### src/include/ahb_mst_defines.svh
//====================================================================
// ahb master bus constants
// widths and AHB encodings shared by the master and its testbench
//====================================================================

`ifndef AHB_MST_DEFINES_SVH
`define AHB_MST_DEFINES_SVH

// bus widths
`define AHB_ADDR_W      32
`define AHB_DATA_W      32
`define AHB_THRES_W     4

// htrans codes
`define HTRANS_IDLE     2'b00
`define HTRANS_BUSY     2'b01
`define HTRANS_NONSEQ   2'b10
`define HTRANS_SEQ      2'b11

// hburst, hsize and hresp codes
`define HBURST_SINGLE   3'b000
`define HBURST_INCR4    3'b011
`define HSIZE_WORD      3'b010
`define HRESP_OKAY      2'b00
`define HRESP_ERROR     2'b01

// INCR4 shape
`define BURST_BEATS     4
`define ADDR_STEP       4

`endif

### src/verilog/ahb_mst_pkg.sv
//====================================================================
// ahb master types
// vector types of the bus fields and the address FSM states
//====================================================================

`include "ahb_mst_defines.svh"

package ahb_mst_pkg;

	// bus payload
	typedef logic [`AHB_ADDR_W-1:0]  addr_t;
	typedef logic [`AHB_DATA_W-1:0]  data_t;

	// timeout threshold in hclk cycles
	typedef logic [`AHB_THRES_W-1:0] thres_t;

	// AHB control fields
	typedef logic [1:0] htrans_t;
	typedef logic [2:0] hburst_t;
	typedef logic [2:0] hsize_t;
	typedef logic [1:0] hresp_t;

	// beat index inside an INCR4
	typedef logic [1:0] beat_cnt_t;

	// idle, or beats of a single / burst command still to present
	typedef enum logic [1:0]
	{
		ST_IDLE   = 2'd0,
		ST_SINGLE = 2'd1,
		ST_BURST  = 2'd2
	} mst_state_e;

endpackage

### src/verilog/ahb_mst_beat_if.sv
//====================================================================
// ahb master beat status
// per-beat handshake between address, data and fault blocks
//====================================================================

`timescale 1ns/1ps

interface ahb_mst_beat_if;

	// address phase accepted this cycle
	logic issue;
	// direction and final-beat flag of that beat
	logic write;
	logic last;
	// a data phase is on the bus
	logic pending;
	// kill the transfer now
	logic abort;

	modport addr (output issue, output write, output last, input abort);

	modport data (input issue, input write, input last, input abort, output pending);

	modport fault (input pending, output abort);

endinterface

### src/verilog/ahb_mst_addr_ctrl.sv
//====================================================================
// ahb master address control
// accepts one command at a time and drives the address phase,
// NONSEQ then SEQ for INCR4, BUSY while write data is late
//====================================================================

`timescale 1ns/1ps

`include "ahb_mst_defines.svh"

module ahb_mst_addr_ctrl
	import ahb_mst_pkg::*;
(
	input  logic         ahb_hclk,
	input  logic         ahb_hrstn,
	input  logic         clr,
	input  logic         cmd_valid,
	input  logic         cmd_write,
	input  logic         cmd_burst,
	input  addr_t        cmd_addr,
	output logic         cmd_ready,
	input  logic         wdata_valid,
	input  logic         ahb_hready,
	output htrans_t      ahb_htrans,
	output hburst_t      ahb_hburst,
	output hsize_t       ahb_hsize,
	output logic         ahb_hwrite,
	output addr_t        ahb_haddr,
	ahb_mst_beat_if.addr beat
);

	// command still owing address phases
	mst_state_e state;
	beat_cnt_t  beat_cnt;
	addr_t      nxt_addr;
	logic       cmd_write_r;

	// beat currently sitting on the address bus
	logic       slot_vld;
	logic       slot_first;
	logic       slot_last;

	logic       hs;
	logic       load;

	// where the next beat comes from
	logic       src_vld;
	addr_t      src_addr;
	logic       src_write;
	logic       src_burst;
	beat_cnt_t  src_cnt;
	logic       src_last;

	// new command only once the previous one has presented its last beat
	assign cmd_ready = (state == ST_IDLE) && !clr && !beat.abort;
	assign hs = cmd_valid && cmd_ready;

	// write beats show up only with data in hand
	always_comb
	begin
		if (!slot_vld)
			ahb_htrans = `HTRANS_IDLE;
		else if (ahb_hwrite && !wdata_valid)
			ahb_htrans = slot_first ? `HTRANS_IDLE : `HTRANS_BUSY;
		else
			ahb_htrans = slot_first ? `HTRANS_NONSEQ : `HTRANS_SEQ;
	end

	assign ahb_hsize  = `HSIZE_WORD;
	assign beat.issue = ahb_htrans[1] && ahb_hready;
	assign beat.write = ahb_hwrite;
	assign beat.last  = slot_last;

	// slot refills when its beat goes out or when it is empty
	assign load = beat.issue || (ahb_hready && !slot_vld);

	// straight from the command port when idle, else from the latched command
	assign src_vld   = (state != ST_IDLE) || hs;
	assign src_addr  = (state == ST_IDLE) ? cmd_addr : nxt_addr;
	assign src_write = (state == ST_IDLE) ? cmd_write : cmd_write_r;
	assign src_burst = (state == ST_IDLE) ? cmd_burst : (state == ST_BURST);
	assign src_cnt   = (state == ST_IDLE) ? beat_cnt_t'(0) : beat_cnt;
	assign src_last  = !src_burst || (src_cnt == beat_cnt_t'(`BURST_BEATS - 1));

	//====================================================================
	// FSM and address phase registers
	//====================================================================

	always_ff @(posedge ahb_hclk or negedge ahb_hrstn)
	begin
		if (!ahb_hrstn)
		begin
			state      <= ST_IDLE;
			beat_cnt   <= '0;
			slot_vld   <= 1'b0;
			slot_first <= 1'b0;
			slot_last  <= 1'b0;
			ahb_haddr  <= '0;
			ahb_hwrite <= 1'b0;
			ahb_hburst <= `HBURST_SINGLE;
		end
		else if (clr || beat.abort)
		begin
			// drop everything, IDLE on the bus next cycle
			state      <= ST_IDLE;
			beat_cnt   <= '0;
			slot_vld   <= 1'b0;
			slot_first <= 1'b0;
			slot_last  <= 1'b0;
			ahb_hburst <= `HBURST_SINGLE;
		end
		else if (load)
		begin
			slot_vld   <= src_vld;
			slot_first <= src_vld && (src_cnt == beat_cnt_t'(0));
			slot_last  <= src_vld && src_last;
			ahb_hburst <= (src_vld && src_burst) ? `HBURST_INCR4 : `HBURST_SINGLE;
			if (src_vld)
			begin
				ahb_haddr  <= src_addr;
				ahb_hwrite <= src_write;
			end
			// idle again as soon as the final beat is on the bus
			if (src_vld && !src_last)
			begin
				state    <= ST_BURST;
				beat_cnt <= src_cnt + 1'b1;
			end
			else
				state <= ST_IDLE;
		end
		else if (hs)
		begin
			// bus still busy, park the command
			state    <= cmd_burst ? ST_BURST : ST_SINGLE;
			beat_cnt <= '0;
		end
	end

	// latched command fields
	always_ff @(posedge ahb_hclk)
	begin
		if (hs)
			cmd_write_r <= cmd_write;
		if (load && src_vld)
			nxt_addr <= src_addr + addr_t'(`ADDR_STEP);
		else if (hs)
			nxt_addr <= cmd_addr;
	end

endmodule

### src/verilog/ahb_mst_data_ctrl.sv
//====================================================================
// ahb master data control
// tracks the data phase, stages write words, flags read data and done
//====================================================================

`timescale 1ns/1ps

`include "ahb_mst_defines.svh"

module ahb_mst_data_ctrl
	import ahb_mst_pkg::*;
(
	input  logic         ahb_hclk,
	input  logic         ahb_hrstn,
	input  logic         clr,
	input  logic         ahb_hready,
	input  data_t        wdata,
	output logic         wdata_ready,
	output data_t        ahb_hwdata,
	input  data_t        ahb_hrdata,
	output data_t        rdata,
	output logic         rdata_valid,
	output logic         done,
	ahb_mst_beat_if.data beat
);

	// data phase state, one beat behind the address phase
	logic pending_r;
	logic d_write;
	logic d_last;
	// data phase completes this cycle
	logic d_end;

	assign beat.pending = pending_r;

	always_ff @(posedge ahb_hclk or negedge ahb_hrstn)
	begin
		if (!ahb_hrstn)
		begin
			pending_r <= 1'b0;
			d_write   <= 1'b0;
			d_last    <= 1'b0;
		end
		else if (clr || beat.abort)
			pending_r <= 1'b0;
		else if (ahb_hready)
		begin
			// next data phase exists only if a beat went out now
			pending_r <= beat.issue;
			if (beat.issue)
			begin
				d_write <= beat.write;
				d_last  <= beat.last;
			end
		end
	end

	// write word taken with its address phase
	assign wdata_ready = beat.issue && beat.write;

	// held on hwdata through the data phase and its wait states
	always_ff @(posedge ahb_hclk)
	begin
		if (wdata_ready)
			ahb_hwdata <= wdata;
	end

	assign d_end = pending_r && ahb_hready && !beat.abort;

	// read data passes straight through
	assign rdata       = ahb_hrdata;
	assign rdata_valid = d_end && !d_write;
	assign done        = d_end && d_last;

endmodule

### src/verilog/ahb_mst_fault_mon.sv
//====================================================================
// ahb master fault monitor
// hready timeout and ERROR response detection, raises abort
//====================================================================

`timescale 1ns/1ps

`include "ahb_mst_defines.svh"

module ahb_mst_fault_mon
	import ahb_mst_pkg::*;
(
	input  logic          ahb_hclk,
	input  logic          ahb_hrstn,
	input  logic          clr,
	input  logic          ahb_hready,
	input  hresp_t        ahb_hresp,
	input  thres_t        thres,
	output logic          hready_to,
	output logic          hresp_err,
	ahb_mst_beat_if.fault beat
);

	// wait-state count of the current data phase
	thres_t to_cnt;
	// all-ones threshold turns the timeout off
	logic   to_off;

	assign to_off = &thres;

	always_ff @(posedge ahb_hclk or negedge ahb_hrstn)
	begin
		if (!ahb_hrstn)
			to_cnt <= '0;
		else if (clr || ahb_hready || !beat.pending || to_off)
			to_cnt <= '0;
		else if (!hready_to)
			to_cnt <= to_cnt + 1'b1;
	end

	assign hready_to = beat.pending && !ahb_hready && !to_off && (to_cnt == thres);

	// first cycle of the two-cycle ERROR response
	assign hresp_err = beat.pending && !ahb_hready && (ahb_hresp == `HRESP_ERROR);

	assign beat.abort = hready_to || hresp_err;

endmodule

### src/verilog/ahb_mst_fault_regs.sv
//====================================================================
// ahb master fault registers
// timeout threshold and sticky interrupt status bits
//====================================================================

`timescale 1ns/1ps

`include "ahb_mst_defines.svh"

module ahb_mst_fault_regs
	import ahb_mst_pkg::*;
(
	input  logic       ahb_hclk,
	input  logic       ahb_hrstn,
	input  logic       cfg_thres_wr,
	input  thres_t     cfg_thres,
	input  logic [1:0] irq_clr,
	input  logic       hready_to,
	input  logic       hresp_err,
	output thres_t     thres,
	output logic       irq_hready_to,
	output logic       irq_hresp_err
);

	// comes up all ones, timeout disabled
	always_ff @(posedge ahb_hclk or negedge ahb_hrstn)
	begin
		if (!ahb_hrstn)
			thres <= '1;
		else if (cfg_thres_wr)
			thres <= cfg_thres;
	end

	// irq_clr[0] clears timeout, irq_clr[1] clears error
	// a new fault wins over a clear in the same cycle
	always_ff @(posedge ahb_hclk or negedge ahb_hrstn)
	begin
		if (!ahb_hrstn)
		begin
			irq_hready_to <= 1'b0;
			irq_hresp_err <= 1'b0;
		end
		else
		begin
			if (hready_to)
				irq_hready_to <= 1'b1;
			else if (irq_clr[0])
				irq_hready_to <= 1'b0;
			if (hresp_err)
				irq_hresp_err <= 1'b1;
			else if (irq_clr[1])
				irq_hresp_err <= 1'b0;
		end
	end

endmodule

### src/verilog/ahb_mst_top.sv
//====================================================================
// ahb master top
// Ethernet DMA bus master with fault monitor and its registers
//====================================================================

`timescale 1ns/1ps

`include "ahb_mst_defines.svh"

module ahb_mst_top
	import ahb_mst_pkg::*;
(
	input  logic       ahb_hclk,
	input  logic       ahb_hrstn,
	input  logic       clr,
	// command channel
	input  logic       cmd_valid,
	input  logic       cmd_write,
	input  logic       cmd_burst,
	input  addr_t      cmd_addr,
	output logic       cmd_ready,
	// write and read data
	input  logic       wdata_valid,
	input  data_t      wdata,
	output logic       wdata_ready,
	output data_t      rdata,
	output logic       rdata_valid,
	output logic       done,
	// AHB master side
	output htrans_t    ahb_htrans,
	output hburst_t    ahb_hburst,
	output hsize_t     ahb_hsize,
	output logic       ahb_hwrite,
	output addr_t      ahb_haddr,
	output data_t      ahb_hwdata,
	input  logic       ahb_hready,
	input  hresp_t     ahb_hresp,
	input  data_t      ahb_hrdata,
	// configuration and interrupts
	input  logic       cfg_thres_wr,
	input  thres_t     cfg_thres,
	input  logic [1:0] irq_clr,
	output logic       irq_hready_to,
	output logic       irq_hresp_err
);

	thres_t thres;
	logic   hready_to;
	logic   hresp_err;

	ahb_mst_beat_if u_beat_if ();

	//====================================================================
	// address and data phases
	//====================================================================

	ahb_mst_addr_ctrl u_addr_ctrl (
		.ahb_hclk    (ahb_hclk),
		.ahb_hrstn   (ahb_hrstn),
		.clr         (clr),
		.cmd_valid   (cmd_valid),
		.cmd_write   (cmd_write),
		.cmd_burst   (cmd_burst),
		.cmd_addr    (cmd_addr),
		.cmd_ready   (cmd_ready),
		.wdata_valid (wdata_valid),
		.ahb_hready  (ahb_hready),
		.ahb_htrans  (ahb_htrans),
		.ahb_hburst  (ahb_hburst),
		.ahb_hsize   (ahb_hsize),
		.ahb_hwrite  (ahb_hwrite),
		.ahb_haddr   (ahb_haddr),
		.beat        (u_beat_if.addr)
	);

	ahb_mst_data_ctrl u_data_ctrl (
		.ahb_hclk    (ahb_hclk),
		.ahb_hrstn   (ahb_hrstn),
		.clr         (clr),
		.ahb_hready  (ahb_hready),
		.wdata       (wdata),
		.wdata_ready (wdata_ready),
		.ahb_hwdata  (ahb_hwdata),
		.ahb_hrdata  (ahb_hrdata),
		.rdata       (rdata),
		.rdata_valid (rdata_valid),
		.done        (done),
		.beat        (u_beat_if.data)
	);

	//====================================================================
	// fault handling
	//====================================================================

	ahb_mst_fault_mon u_fault_mon (
		.ahb_hclk   (ahb_hclk),
		.ahb_hrstn  (ahb_hrstn),
		.clr        (clr),
		.ahb_hready (ahb_hready),
		.ahb_hresp  (ahb_hresp),
		.thres      (thres),
		.hready_to  (hready_to),
		.hresp_err  (hresp_err),
		.beat       (u_beat_if.fault)
	);

	ahb_mst_fault_regs u_fault_regs (
		.ahb_hclk      (ahb_hclk),
		.ahb_hrstn     (ahb_hrstn),
		.cfg_thres_wr  (cfg_thres_wr),
		.cfg_thres     (cfg_thres),
		.irq_clr       (irq_clr),
		.hready_to     (hready_to),
		.hresp_err     (hresp_err),
		.thres         (thres),
		.irq_hready_to (irq_hready_to),
		.irq_hresp_err (irq_hresp_err)
	);

endmodule

### config.mk
export PLATFORM = sky130hd
export DESIGN_NAME = ahb_mst_top
export DESIGN_NICKNAME = d
export VERILOG_FILES = /design/src/verilog/ahb_mst_pkg.sv /design/src/verilog/ahb_mst_beat_if.sv /design/src/verilog/ahb_mst_addr_ctrl.sv /design/src/verilog/ahb_mst_data_ctrl.sv /design/src/verilog/ahb_mst_fault_mon.sv /design/src/verilog/ahb_mst_fault_regs.sv /design/src/verilog/ahb_mst_top.sv
export VERILOG_INCLUDE_DIRS = /design/src /design/src/include
export SDC_FILE = /design/constraint.sdc
export NUM_CORES = 1
export LEC_CHECK = 0
export BUFFER_PORTS_ARGS = -buffer_cell sky130_fd_sc_hd__clkbuf_2
export CORE_MARGIN = 4
export CORE_UTILIZATION = 35
export CTS_CLUSTER_DIAMETER = 60
export DETAILED_ROUTE_END_ITERATION = 8
export PLACE_DENSITY = 0.62
export RECOVER_POWER = 100
export SLEW_MARGIN = 10
export SYNTH_ARGS = -nofsm -noshare
export SYNTH_HDL_FRONTEND = slang
export SYNTH_HIERARCHICAL = 1
export SYNTH_SLANG_ARGS = --single-unit
### constraint.sdc
create_clock -name ahb_hclk -period 9 [get_ports ahb_hclk]
set_clock_uncertainty 0.2 [all_clocks]
set_input_delay 1.8 -clock ahb_hclk [delete_from_list [all_inputs] [get_ports ahb_hclk]]
set_output_delay 1.8 -clock ahb_hclk [all_outputs]
set_load 0.005 [all_outputs]
==> metrics.md, run 1 <==
| Metric | Value |
|---|---|
| Post-synth EDFFs | 65 |
| Final worst slack | 2.409 ns |
| First-pass GRT wire length | 29.92 mm |
| Kind of critical path | reg2reg |
| Outcome | complete, but fails checks |
| Gate Count Post-Synth | 711 |
| HP Class | reg2reg |
| Design area | about 0.0081 mm2 |
| Initial drt markers | 443 |
| Residual overflow from global routing | 0 |
| Die ar. | 0.02184 mm2 |
| Final Hold Vio Count | 0 |
| # hold bufs at CTS | 0 |
| Failing checks | max-capacitance violations, max-slew violations |
| Cell taking the most area after synthesis | edfxtp_1 |
| R2R cell count | 12 |
| Vias post-DR | 5705 |
| Number of global-route vias before repair | 5601 |
| Clk slew on worst S/H paths | 0.06 ns |
| Final worst-path cycle share | between 70% and 80% |
| RSZ-0062 raised after global routing | no |
| FP Rows | 50 |
| Share of layout cells above drive strength 1 | 19.83% |
| Crit path required time | between 9 and 10 ns |
| CTS H-tree depth | 4 |
| All-Layer GR Usage | 17.09% |
| Largest net degree at the start of global routing | 63 |
| Cts bufs inserted | 17 |
| Root Buffer Master | clkbuf_16 |
| Drt drc | 0 |
| Synth Flop Type | edfxtp_1 |
| CP Launch Type | flip-flop |
| Longest Clk Path Bufs | 2 |
| TritonRoute pass-1 iters | 5 |
| Initial Util | 36.08% |
| Max FO, Critical Path | 62 |
| Area share of the largest cell type after synthesis | 28.54% |
| Met1 wire length | 8.249 mm |
| Antenna cells | 0 |
| Via-to-Cell Ratio | 5.224 |
| Core Region | around 0.019 mm2 |
| Fin nets | ~940 |
| Count of state elements after synthesis | approximately 120 |
| R2R Setup Slk | 2.41 ns |
| YS warnings | 6 |
| Ys async rst share | a little under half |
| Setup violators final | 0 |
| Min-Delay Startpoint | u_addr_ctrl/ahb_haddr[31] |
| Area Overhead vs Synth | 18.08% |
| WHS Path Cells | 2 |
| IO Port Bufs | 155 |
| Synthesized area | 0.006839 mm2 |
| Metal2 WL | about 8.5 mm |
| Placed inst area | between 0.007 and 0.008 mm2 |
| Worst r2r src | u_addr_ctrl/state[0] |
| Setup Total Neg Slack | 0 ns |
| Final Critical Period | 6.591 ns |
| Clk_lat worst skew | 0.41 ns |
| Sink Count | 119 |
| Relative slew slack | -101.5% |
| Slew of the pin with the lowest slew margin | 3.022 ns |
| Number of distinct library cells after synthesis | 69 |
| Avg WL per Cell | 17.04 um |
| DRT antenna net count | 0 |
| Chip height | 147.8 um |
| WP data arrival | 6.65 ns |
| VDD IR max | 100.9 uV |
| CP endpoint kind | flip-flop |
| Cts repair resizes | 0 |
| Met3 wire length | 1.629 mm |
| Gp weighted congestion | 0.8096 |
| Chip Width | between 100 and 150 um |
| Slew Viols, Final | 240 |
| Top cells by count, synth | nand2_1, edfxtp_1, o21ai_0, dfrtp_1, nor2_1 |
| Max Used Layer | met5 |
| Max_cap viols | 6 |
| R2r endpoint | u_addr_ctrl/ahb_haddr[12] |
| Post-DP HPWL | between 10 and 15 mm |
| Hold Crit Endpoint | u_addr_ctrl/ahb_haddr[31] |
| Top-count cell post-synth | nand2_1 |
| Post-placement worst setup slack | 3.587 ns |
| CTS tree | yes |
| Seq/Total Area, Yosys | 48.37% |
| Mean Syn Cell Area | 9.619 um2 |
| Fmax | 151.7 MHz |
| Num ports | 224 |
| Worst hold slack | 0.2763 ns |
| Leakage | 3.264 nW |
| Post-CTS setup buffers | 0 |
| Power Density | approximately 200 mW/mm2 |
| Routed wire length | between 15 and 20 mm |
| Initial antenna violation count | 1 |
| Synth area leaders | edfxtp_1, dfrtp_1, nand2_1, buf_4, o21ai_0 |
power breakdown:
group	switching (mW)	leakage [nW]	internal, mW
registers	0.0447	1.27	0.654
clock network	0.247	0.281	0.430
logic	0.164	1.72	0.105
total	0.456	3.26	1.19
final cells by class:
class | count | area [um2]
Tap cell | 260 | 325.3
Multi-Input combinational cell | 500 | 3030
Fill cell | 1901 | 10880
Timing Repair Buffer | 164 | 760.7
Sequential cell | 119 | 3308
Inverter | 17 | 63.81
Clock inverter | 15 | 161.4
Clock buffer | 17 | 425.4
metal layers:
metal | track usage (%) | vias to the layer above
met5 | 0 | -
met2 | 28.19 | 240
met3 | 4.414 | 18
met1 | 22.43 | 2672
li1 | - | 2773
met4 | 4.520 | 2
cell families (layout without fill, tap and decap cells):
kind of cell    Yosys count  count (layout)  synth area share, %
other cells               2               4               0.1098
flops                   119             119                48.37
buf+inv                  94             213                7.501
fa+ha+maj                 4               4               0.7318
mux                      32              32                4.866
simple gates            263             263                20.07
xor+xnor                  7               7               0.8965
compound gates          190             190                17.45
worst max-delay path, cell delays in order (launching register included):
cell	delay [ns]
dfrtp_1	0.39
buf_4	0.43
or2_2	0.21
clkbuf_1	1.95
nor2_1	0.24
nand2_1	0.27
inv_1	0.09
o21ai_0	0.21
clkbuf_1	1.06
nor2_1	0.74
buf_4	0.44
nor2_1	0.10
a31oi_1	0.05
sequential cells by signal (all words and copies together) (netlist names), 2 cells and up:
name,flops
u_addr_ctrl/ahb_haddr,32
u_addr_ctrl/nxt_addr,32
u_data_ctrl/ahb_hwdata,32
u_fault_mon/to_cnt,4
u_fault_regs/thres,4
u_addr_ctrl/beat_cnt,2
u_addr_ctrl/state,2
how the worst max path moves through the flow:
| stage | start | end | slack [ns] | depth (start not counted) |
|---|---|---|---|---|
| after floorplan | ahb_hready | u_addr_ctrl/nxt_addr[0] | 4.05 | 12 |
| after global placement | ahb_hready | u_addr_ctrl/ahb_haddr[3] | 3.78 | 14 |
| after detailed placement | cmd_addr[3] | u_addr_ctrl/nxt_addr[26] | 3.59 | 10 |
| after CTS | ahb_hready | cmd_ready | 3.82 | 7 |
| after global routing | u_addr_ctrl/state[0] | u_addr_ctrl/ahb_haddr[12] | 1.88 | 12 |
| final | u_addr_ctrl/state[0] | u_addr_ctrl/ahb_haddr[12] | 2.41 | 12 |
placed cells by master, fill, tap and decap left out, drive strengths merged, types with 8 or more instances in the layout:
| cell type | count |
|---|---|
| mux2 | 10 |
| nor2 | 45 |
| o21ai | 57 |
| nand2 | 116 |
| a22oi | 8 |
| inv | 17 |
| nor3b | 8 |
| nand3 | 9 |
| o211ai | 23 |
| dfrtp | 50 |
| a21oi | 37 |
| mux2i | 22 |
| edfxtp | 65 |
| clkinv | 9 |
| a31oi | 20 |
| clkbuf | 177 |
| nand2b | 11 |
| nor3 | 10 |
| and2 | 15 |
metrics by stage:
step | power [mW] | utilization [%] | std cells
3_3_place_gp | 0.9881 | 40.01 | 1060
6_report | 1.646 | 42.60 | 1092
3_5_place_dp | 0.9921 | 40.01 | 1060
5_1_grt | 1.735 | 42.60 | 1092
4_1_cts | 1.677 | 43.11 | 1092
2_1_floorplan | 0.8705 | - | 713
(Power assumes the default switching activity.)
==> run 2, diff against run 1 <==
--- a/config.mk
+++ b/config.mk
@@ -11,7 +11,7 @@
 export CORE_UTILIZATION = 35
 export CTS_CLUSTER_DIAMETER = 60
 export DETAILED_ROUTE_END_ITERATION = 8
-export PLACE_DENSITY = 0.62
+export PLACE_DENSITY = 0.64
 export RECOVER_POWER = 100
 export SLEW_MARGIN = 10
 export SYNTH_ARGS = -nofsm -noshare
==> constraint.sdc (replaced) <==
create_clock -name ahb_hclk -period 5.9 [get_ports ahb_hclk]
set_clock_uncertainty 0.2 [all_clocks]
set_input_delay 1.18 -clock ahb_hclk [delete_from_list [all_inputs] [get_ports ahb_hclk]]
set_output_delay 1.18 -clock ahb_hclk [all_outputs]
set_load 0.005 [all_outputs]
==> run 2 against run 1 <==
  * The run still ends with max-capacitance violations, max-slew violations left
  * First-iteration DRC count down 18%
  * Sequential share of layout area about the same
  * Power up 54%
  * Via count down 0.42%
  * Combinational power up 51%
  * Clock-buffer cell count unchanged
  * Register-to-register slack worse by 1.1 ns
  * Sequential power up 53%
  * Clock power up 56%
  * Setup slack worse by 1.1 ns
  * Sequential cell count unchanged
  * Critical path type unchanged
==> metrics.md, run 2 (same netlist as run 1, synthesis figures left out) <==
| Metric | Value |
|---|---|
| Outcome | complete, but fails checks |
| Failing checks | max-capacitance violations, max-slew violations |
| Setup Total Neg Slack | 0 ns (unchanged) |
| Most common cell after layout, fill and taps aside | nand2_1 |
| Die ar. | 0.02184 mm2 (unchanged) |
| Relative slew slack | -112.2% (-11 points) |
| Fmax | 216.5 MHz (+43%) |
| Crit path required time | 5.66 ns (-3.40 ns) |
| Placed inst area | 0.007592 mm2 (about the same) |
| Leakage | 3.275 nW (+0.33%) |
| Max FO, Critical Path | 32 (-48%) |
| FP Rows | 50 (unchanged) |
| Vias post-DR | 5681 (-0.42%) |
| Residual overflow from global routing | 0 (unchanged) |
| First-pass GRT wire length | 29.59 mm (-1.1%) |
| Fin nets | 937 (+0.11%) |
| Slowest cell on the critical path | nor4_1 |
| Critical path depth in cells | 11 (-1) |
| Share of layout cells above drive strength 1 | 20.17% (+0.34 points) |
| Drt drc | 0 (unchanged) |
| Clk_lat worst skew | 0.41 ns (about the same) |
| Via-to-Cell Ratio | 5.198 (-0.51%) |
| Final core utilization | 42.63% (about the same) |
| Setup violators final | 0 (unchanged) |
| Worst hold slack | 0.2765 ns (+0.0002030 ns) |
| Cts bufs inserted | 17 (unchanged) |
| Initial Util | 36.08% (unchanged) |
| Gp weighted congestion | 0.8262 (+2.1%) |
| Placed Cells incl. Taps | 1061 (+0.094%) |
| Slew of the pin with the lowest slew margin | 3.182 ns (+0.1605 ns) |
| Chip Width | 147.8 um (unchanged) |
| Sink Count | 119 (unchanged) |
| Multi-input gate area | 0.003000 mm2 (-0.99%) |
| Post-CTS setup buffers | 0 (unchanged) |
| Kind of critical path | reg2reg |
| Cts repair resizes | 0 (unchanged) |
| Max incr delay on CP | 0.93 ns (-1.02 ns) |
| Final Power | 2.536 mW (+54%) |
| Post-DP HPWL | 13.32 mm (+2.9%) |
| CTS H-tree depth | 4 (unchanged) |
| Longest Clk Path Bufs | 2 (unchanged) |
| Largest net degree at the start of global routing | 60 (-4.8%) |
| DRT antenna net count | 0 (unchanged) |
| Max_cap viols | 2 (-4) |
| Slew Viols, Final | 89 (-63%) |
| WP data arrival | 4.38 ns (-2.27 ns) |
| Finished Layout Cells | 1093 (+0.092%) |
| CP delay by family, top | simple AND/OR/NAND/NOR gates |
| Cells along the critical path | xor2_1 -> nor4_1 -> nor3b_1 -> or2_0 -> or2_2 -> nor2_1 -> nand2_1 -> inv_1 -> o21ai_0 -> buf_4 -> nand2_2 |
| RSZ-0062 raised after global routing | no |
| Register Area | 0.003308 mm2 (unchanged) |
| Num ports | 224 (unchanged) |
| CP Launch Type | flip-flop |
| CP endpoint kind | flip-flop |
| Avg WL per Cell | 17.27 um (+1.3%) |
| Clk slew on worst S/H paths | 0.06 ns (about the same) |
| WHS Path Cells | 2 (unchanged) |
| Largest regs | u_addr_ctrl/ahb_haddr (32), u_addr_ctrl/nxt_addr (32), u_data_ctrl/ahb_hwdata (32) |
| Initial antenna violation count | 1 (unchanged) |
| TritonRoute pass-1 iters | 5 (unchanged) |
| Area Overhead vs Synth | 18.17% (about the same) |
| Final Critical Period | 4.619 ns (-1.972 ns) |
| Final worst slack | 1.281 ns (-1.128 ns) |
| Most frequent cells in the layout | nand2_1, clkbuf_2, edfxtp_1 |
| All-Layer GR Usage | 17.17% (+0.072 points) |
| CP bufs+invs | 2 (-3) |
| Power Density | 313.9 mW/mm2 (+54%) |
| Final Hold Vio Count | 0 (unchanged) |
| CTS tree | yes |
| Core Region | 0.01896 mm2 (unchanged) |
| Initial drt markers | 363 (-18%) |
| Chip height | 147.8 um (unchanged) |
| R2R Setup Slk | 1.28 ns (-1.13 ns) |
| IO Port Bufs | 155 (unchanged) |
| Post-placement worst setup slack | 1.493 ns (-2.095 ns) |
| Antenna cells | 0 (unchanged) |
| Final worst-path cycle share | 78.29% (+5.1 points) |
| Number of global-route vias before repair | 5402 (-3.6%) |
| Fillers | 1906 (+0.26%) |
| Root Buffer Master | clkbuf_16 |
| R2R cell count | 11 (-1) |
| Routed wire length | 18.88 mm (+1.4%) |
| VDD IR max | 173.1 uV (+72%) |
| HP Class | reg2reg |
| # hold bufs at CTS | 0 (unchanged) |
| Design area | 0.008082 mm2 (about the same) |
## run 2: cell count changes in the layout (fill, tap and decap cells not counted), sizes merged
| cell | change |
|---|---|
| clkinvlp | +1 |
| inv | +3 |
| buf | +4 |
| clkinv | -4 |
| clkbuf | -3 |
## run 2: worst paths after layout
check | endpoint | startpoint
worst max-delay path | u_addr_ctrl/nxt_addr[13] | u_fault_regs/thres[3]
worst min-delay path | u_addr_ctrl/ahb_haddr[2] | u_addr_ctrl/ahb_haddr[2]
worst max register to register | u_addr_ctrl/nxt_addr[13] | u_fault_regs/thres[3]
worst min register to register | u_addr_ctrl/ahb_haddr[2] | u_addr_ctrl/ahb_haddr[2]
max in group asynchronous | u_addr_ctrl/ahb_haddr[22] | ahb_hrstn
min in group asynchronous | u_addr_ctrl/ahb_haddr[19] | ahb_hrstn
## run 2: power breakdown
part / switching (mW) / internal (mW) / total (mW) / leakage, nW
combinational: 0.248 / 0.161 / 0.409 / 1.72
sequential: 0.0722 / 0.997 / 1.07 / 1.27
clock: 0.394 / 0.665 / 1.06 / 0.284
total: 0.713 / 1.82 / 2.54 / 3.28
## run 2: per-layer routing
metal	GRT usage, %	vias up	part of all wire (%)
met2	26.80	223	45
met1	23.41	2664	44
met4	5.638	2	1.5
li1	-	2768	-
met5	0	-	0.053
met3	4.353	24	9.2
## run 2: cell type report
cell class                 count  share of cell area [%]
clock buffer                  17                   5.264
clock inverter                15                   2.198
inverter                      17                  0.7896
multi-input combinational    500                   37.13
sequential                   119                   40.94
tap                          260                   4.025
timing repair buffer         165                   9.661
## run 2: tightest hold or removal path, stage by stage (launching register included)
cell and delay (ns):
dfrtp_1 0.34, nand2_1 0.05, nand2_1 0.06
==> run 3, diff against run 2 <==
--- a/config.mk
+++ b/config.mk
@@ -11,7 +11,7 @@
 export CORE_UTILIZATION = 35
 export CTS_CLUSTER_DIAMETER = 60
 export DETAILED_ROUTE_END_ITERATION = 8
-export PLACE_DENSITY = 0.64
+export PLACE_DENSITY = 0.62
 export RECOVER_POWER = 100
 export SLEW_MARGIN = 10
 export SYNTH_ARGS = -nofsm -noshare
==> constraint.sdc (replaced) <==
create_clock -name ahb_hclk -period 4.8 [get_ports ahb_hclk]
set_clock_uncertainty 0.2 [all_clocks]
set_input_delay 0.96 -clock ahb_hclk [delete_from_list [all_inputs] [get_ports ahb_hclk]]
set_output_delay 0.96 -clock ahb_hclk [all_outputs]
set_load 0.005 [all_outputs]
==> run 3 against run 2 <==
  * Highest routed layer unchanged
  * The flow still finishes with violations (max-capacitance violations, max-slew violations)
  * Critical path depth fell by 4
  * First-iteration DRC count rose by 0.28%
  * Worst hold slack improved by 0.0012 ns
  * Register-to-register slack got worse by 0.57 ns
  * Sequential cell count did not move
  * Final area rose by 0.36%
  * Die area did not move
  * Power rose by 23%
  * Via count rose by 2.2%
  * Setup slack got worse by 0.60 ns
==> metrics.md, run 3 (same netlist as run 1, synthesis figures left out) <==
| Metric | Value |
|---|---|
| Outcome | complete, but fails checks |
| Failing checks | max-capacitance violations, max-slew violations |
| Initial drt markers | 364 (+0.28%) |
| Crit path required time | 3.64 ns (-2.02 ns) |
| Sink Count | 119 (unchanged) |
| TritonRoute pass-1 iters | 6 (+1) |
| Final worst slack | 0.6845 ns (-0.5965 ns) |
| Num ports | 224 (unchanged) |
| Cts bufs inserted | 17 (unchanged) |
| First-pass GRT wire length | 30.37 mm (+2.6%) |
| Avg WL per Cell | 17.57 um (+1.8%) |
| Routed wire length | 19.30 mm (+2.2%) |
| Clk_lat worst skew | 0.43 ns (+0.02 ns) |
| Number of global-route vias before repair | 5500 (+1.8%) |
| Chip height | 147.8 um (unchanged) |
| Via-to-Cell Ratio | 5.287 (+1.7%) |
| Max FO, Critical Path | 7 (-78%) |
| Post-placement worst setup slack | 0.7102 ns (-0.7825 ns) |
| Drt drc | 0 (unchanged) |
| Chip Width | 147.8 um (unchanged) |
| Longest Clk Path Bufs | 2 (unchanged) |
| Placed inst area | 0.007627 mm2 (+0.46%) |
| Final Hold Vio Count | 0 (unchanged) |
| FP Rows | 50 (unchanged) |
| Vias post-DR | 5805 (+2.2%) |
| Finished Layout Cells | 1098 (+0.46%) |
| Placed Cells incl. Taps | 1066 (+0.47%) |
| Max Used Layer | met5 |
| Leakage | 3.292 nW (+0.50%) |
| Met1 wire length | 8.686 mm (+5.0%) |
| Design area | 0.008110 mm2 (+0.36%) |
| Post-DP HPWL | 13.43 mm (+0.85%) |
| DRT antenna net count | 0 (unchanged) |
| # hold bufs at CTS | 0 (unchanged) |
| Worst hold slack | 0.2777 ns (+0.001194 ns) |
| Area Overhead vs Synth | 18.59% |
| Max_cap viols | 2 (unchanged) |
| CTS H-tree depth | 4 (unchanged) |
| Setup Total Neg Slack | 0 ns (unchanged) |
| Die ar. | 0.02184 mm2 (unchanged) |
| Share of layout cells above drive strength 1 | 20.64% (+0.48 points) |
| VDD IR max | 265.2 uV (+53%) |
| CP Launch Type | flip-flop |
| Kind of critical path | reg2out |
| Largest regs | u_addr_ctrl/ahb_haddr (32), u_addr_ctrl/nxt_addr (32), u_data_ctrl/ahb_hwdata (32) |
| Final core utilization | 42.79% (+0.15 points) |
| CP endpoint kind | output port |
| Final Power | 3.117 mW (+23%) |
| Setup violators final | 0 (unchanged) |
| Residual overflow from global routing | 0 (unchanged) |
| Post-CTS setup buffers | 0 (unchanged) |
| IO Port Bufs | 155 (unchanged) |
| Critical Path Source | u_fault_regs/thres[3] |
| Cts repair resizes | 0 (unchanged) |
| HP Class | reg2reg |
| Min-Delay Startpoint | u_addr_ctrl/ahb_haddr[7] |
| Most common cell after layout, fill and taps aside | nand2_1 |
| Largest net degree at the start of global routing | 60 (unchanged) |
| Initial Util | 36.08% (unchanged) |
| WP data arrival | 2.96 ns (-1.42 ns) |
| Met3 wire length | 1.671 mm (-3.4%) |
| Antenna cells | 0 (unchanged) |
| Slew of the pin with the lowest slew margin | 2.100 ns (-1.082 ns) |
| RSZ-0062 raised after global routing | no |
| Metal2 WL | 8.665 mm (+0.88%) |
| Final Critical Period | roughly 4.1 ns |
| All-Layer GR Usage | 17.68% (+0.51 points) |
| Worst r2r src | u_addr_ctrl/state[1] |
| Gp weighted congestion | 0.8027 (-2.8%) |
| Fin nets | 942 (+0.53%) |
| Slew Viols, Final | 67 (-25%) |
| Relative slew slack | -40.01% (+72 points) |
| Clk slew on worst S/H paths | 0.06 ns (about the same) |
| Power Density | 384.3 mW/mm2 (+22%) |
| Initial antenna violation count | 1 (unchanged) |
| CTS tree | yes |
| Most frequent cells in the layout | nand2_1, clkbuf_2, edfxtp_1 |
| Core Region | 0.01896 mm2 (unchanged) |
| Final worst-path cycle share | 85.74% |
| Root Buffer Master | clkbuf_16 |
| Fmax | between 200 and 250 MHz |
[run 3: worst paths after layout]
path	endpoint	slack, ns	cells past startpoint
worst max-delay path	cmd_ready	0.68	7
worst min register to register	u_addr_ctrl/ahb_haddr[7]	0.28	2
worst min-delay path	u_addr_ctrl/ahb_haddr[7]	0.28	2
min in group asynchronous	u_addr_ctrl/ahb_haddr[20]	0.94	1
max in group asynchronous	u_addr_ctrl/beat_cnt[1]	1.47	2
worst max register to register	u_addr_ctrl/nxt_addr[26]	0.71	11
[run 3: final cells by class]
type | instances | area, um2
Clock inverter | 15 | 166.4
Timing Repair Buffer | 170 | 803.3
Inverter | 17 | 63.81
Fill cell | 1855 | 10850
Sequential cell | 119 | 3308
Multi-Input combinational cell | 500 | 3018
Clock buffer | 17 | 425.4
Tap cell | 260 | 325.3
[run 3: layer usage]
layer / up-vias / track usage [%]
met1: 2764 / 23.61
met5: - / 0
met3: 21 / 5.273
met4: 2 / 5.312
met2: 226 / 27.83
li1: 2792 / -
[run 3: where the power goes]
| part | internal, mW | switching, mW |
|---|---|---|
| clock network | 0.775 | 0.520 |
| logic | 0.200 | 0.308 |
| registers | 1.22 | 0.0903 |
| total | 2.20 | 0.918 |
[run 3: worst max-delay path: stages, from the launching register on]
cell and delay, ns:
dfstp_1 0.56, xor2_1 0.08, nor4_1 0.88, nor3b_2 0.35, or2_1 0.23, or2_2 0.21
nor2_1 0.07, clkbuf_1 0.15
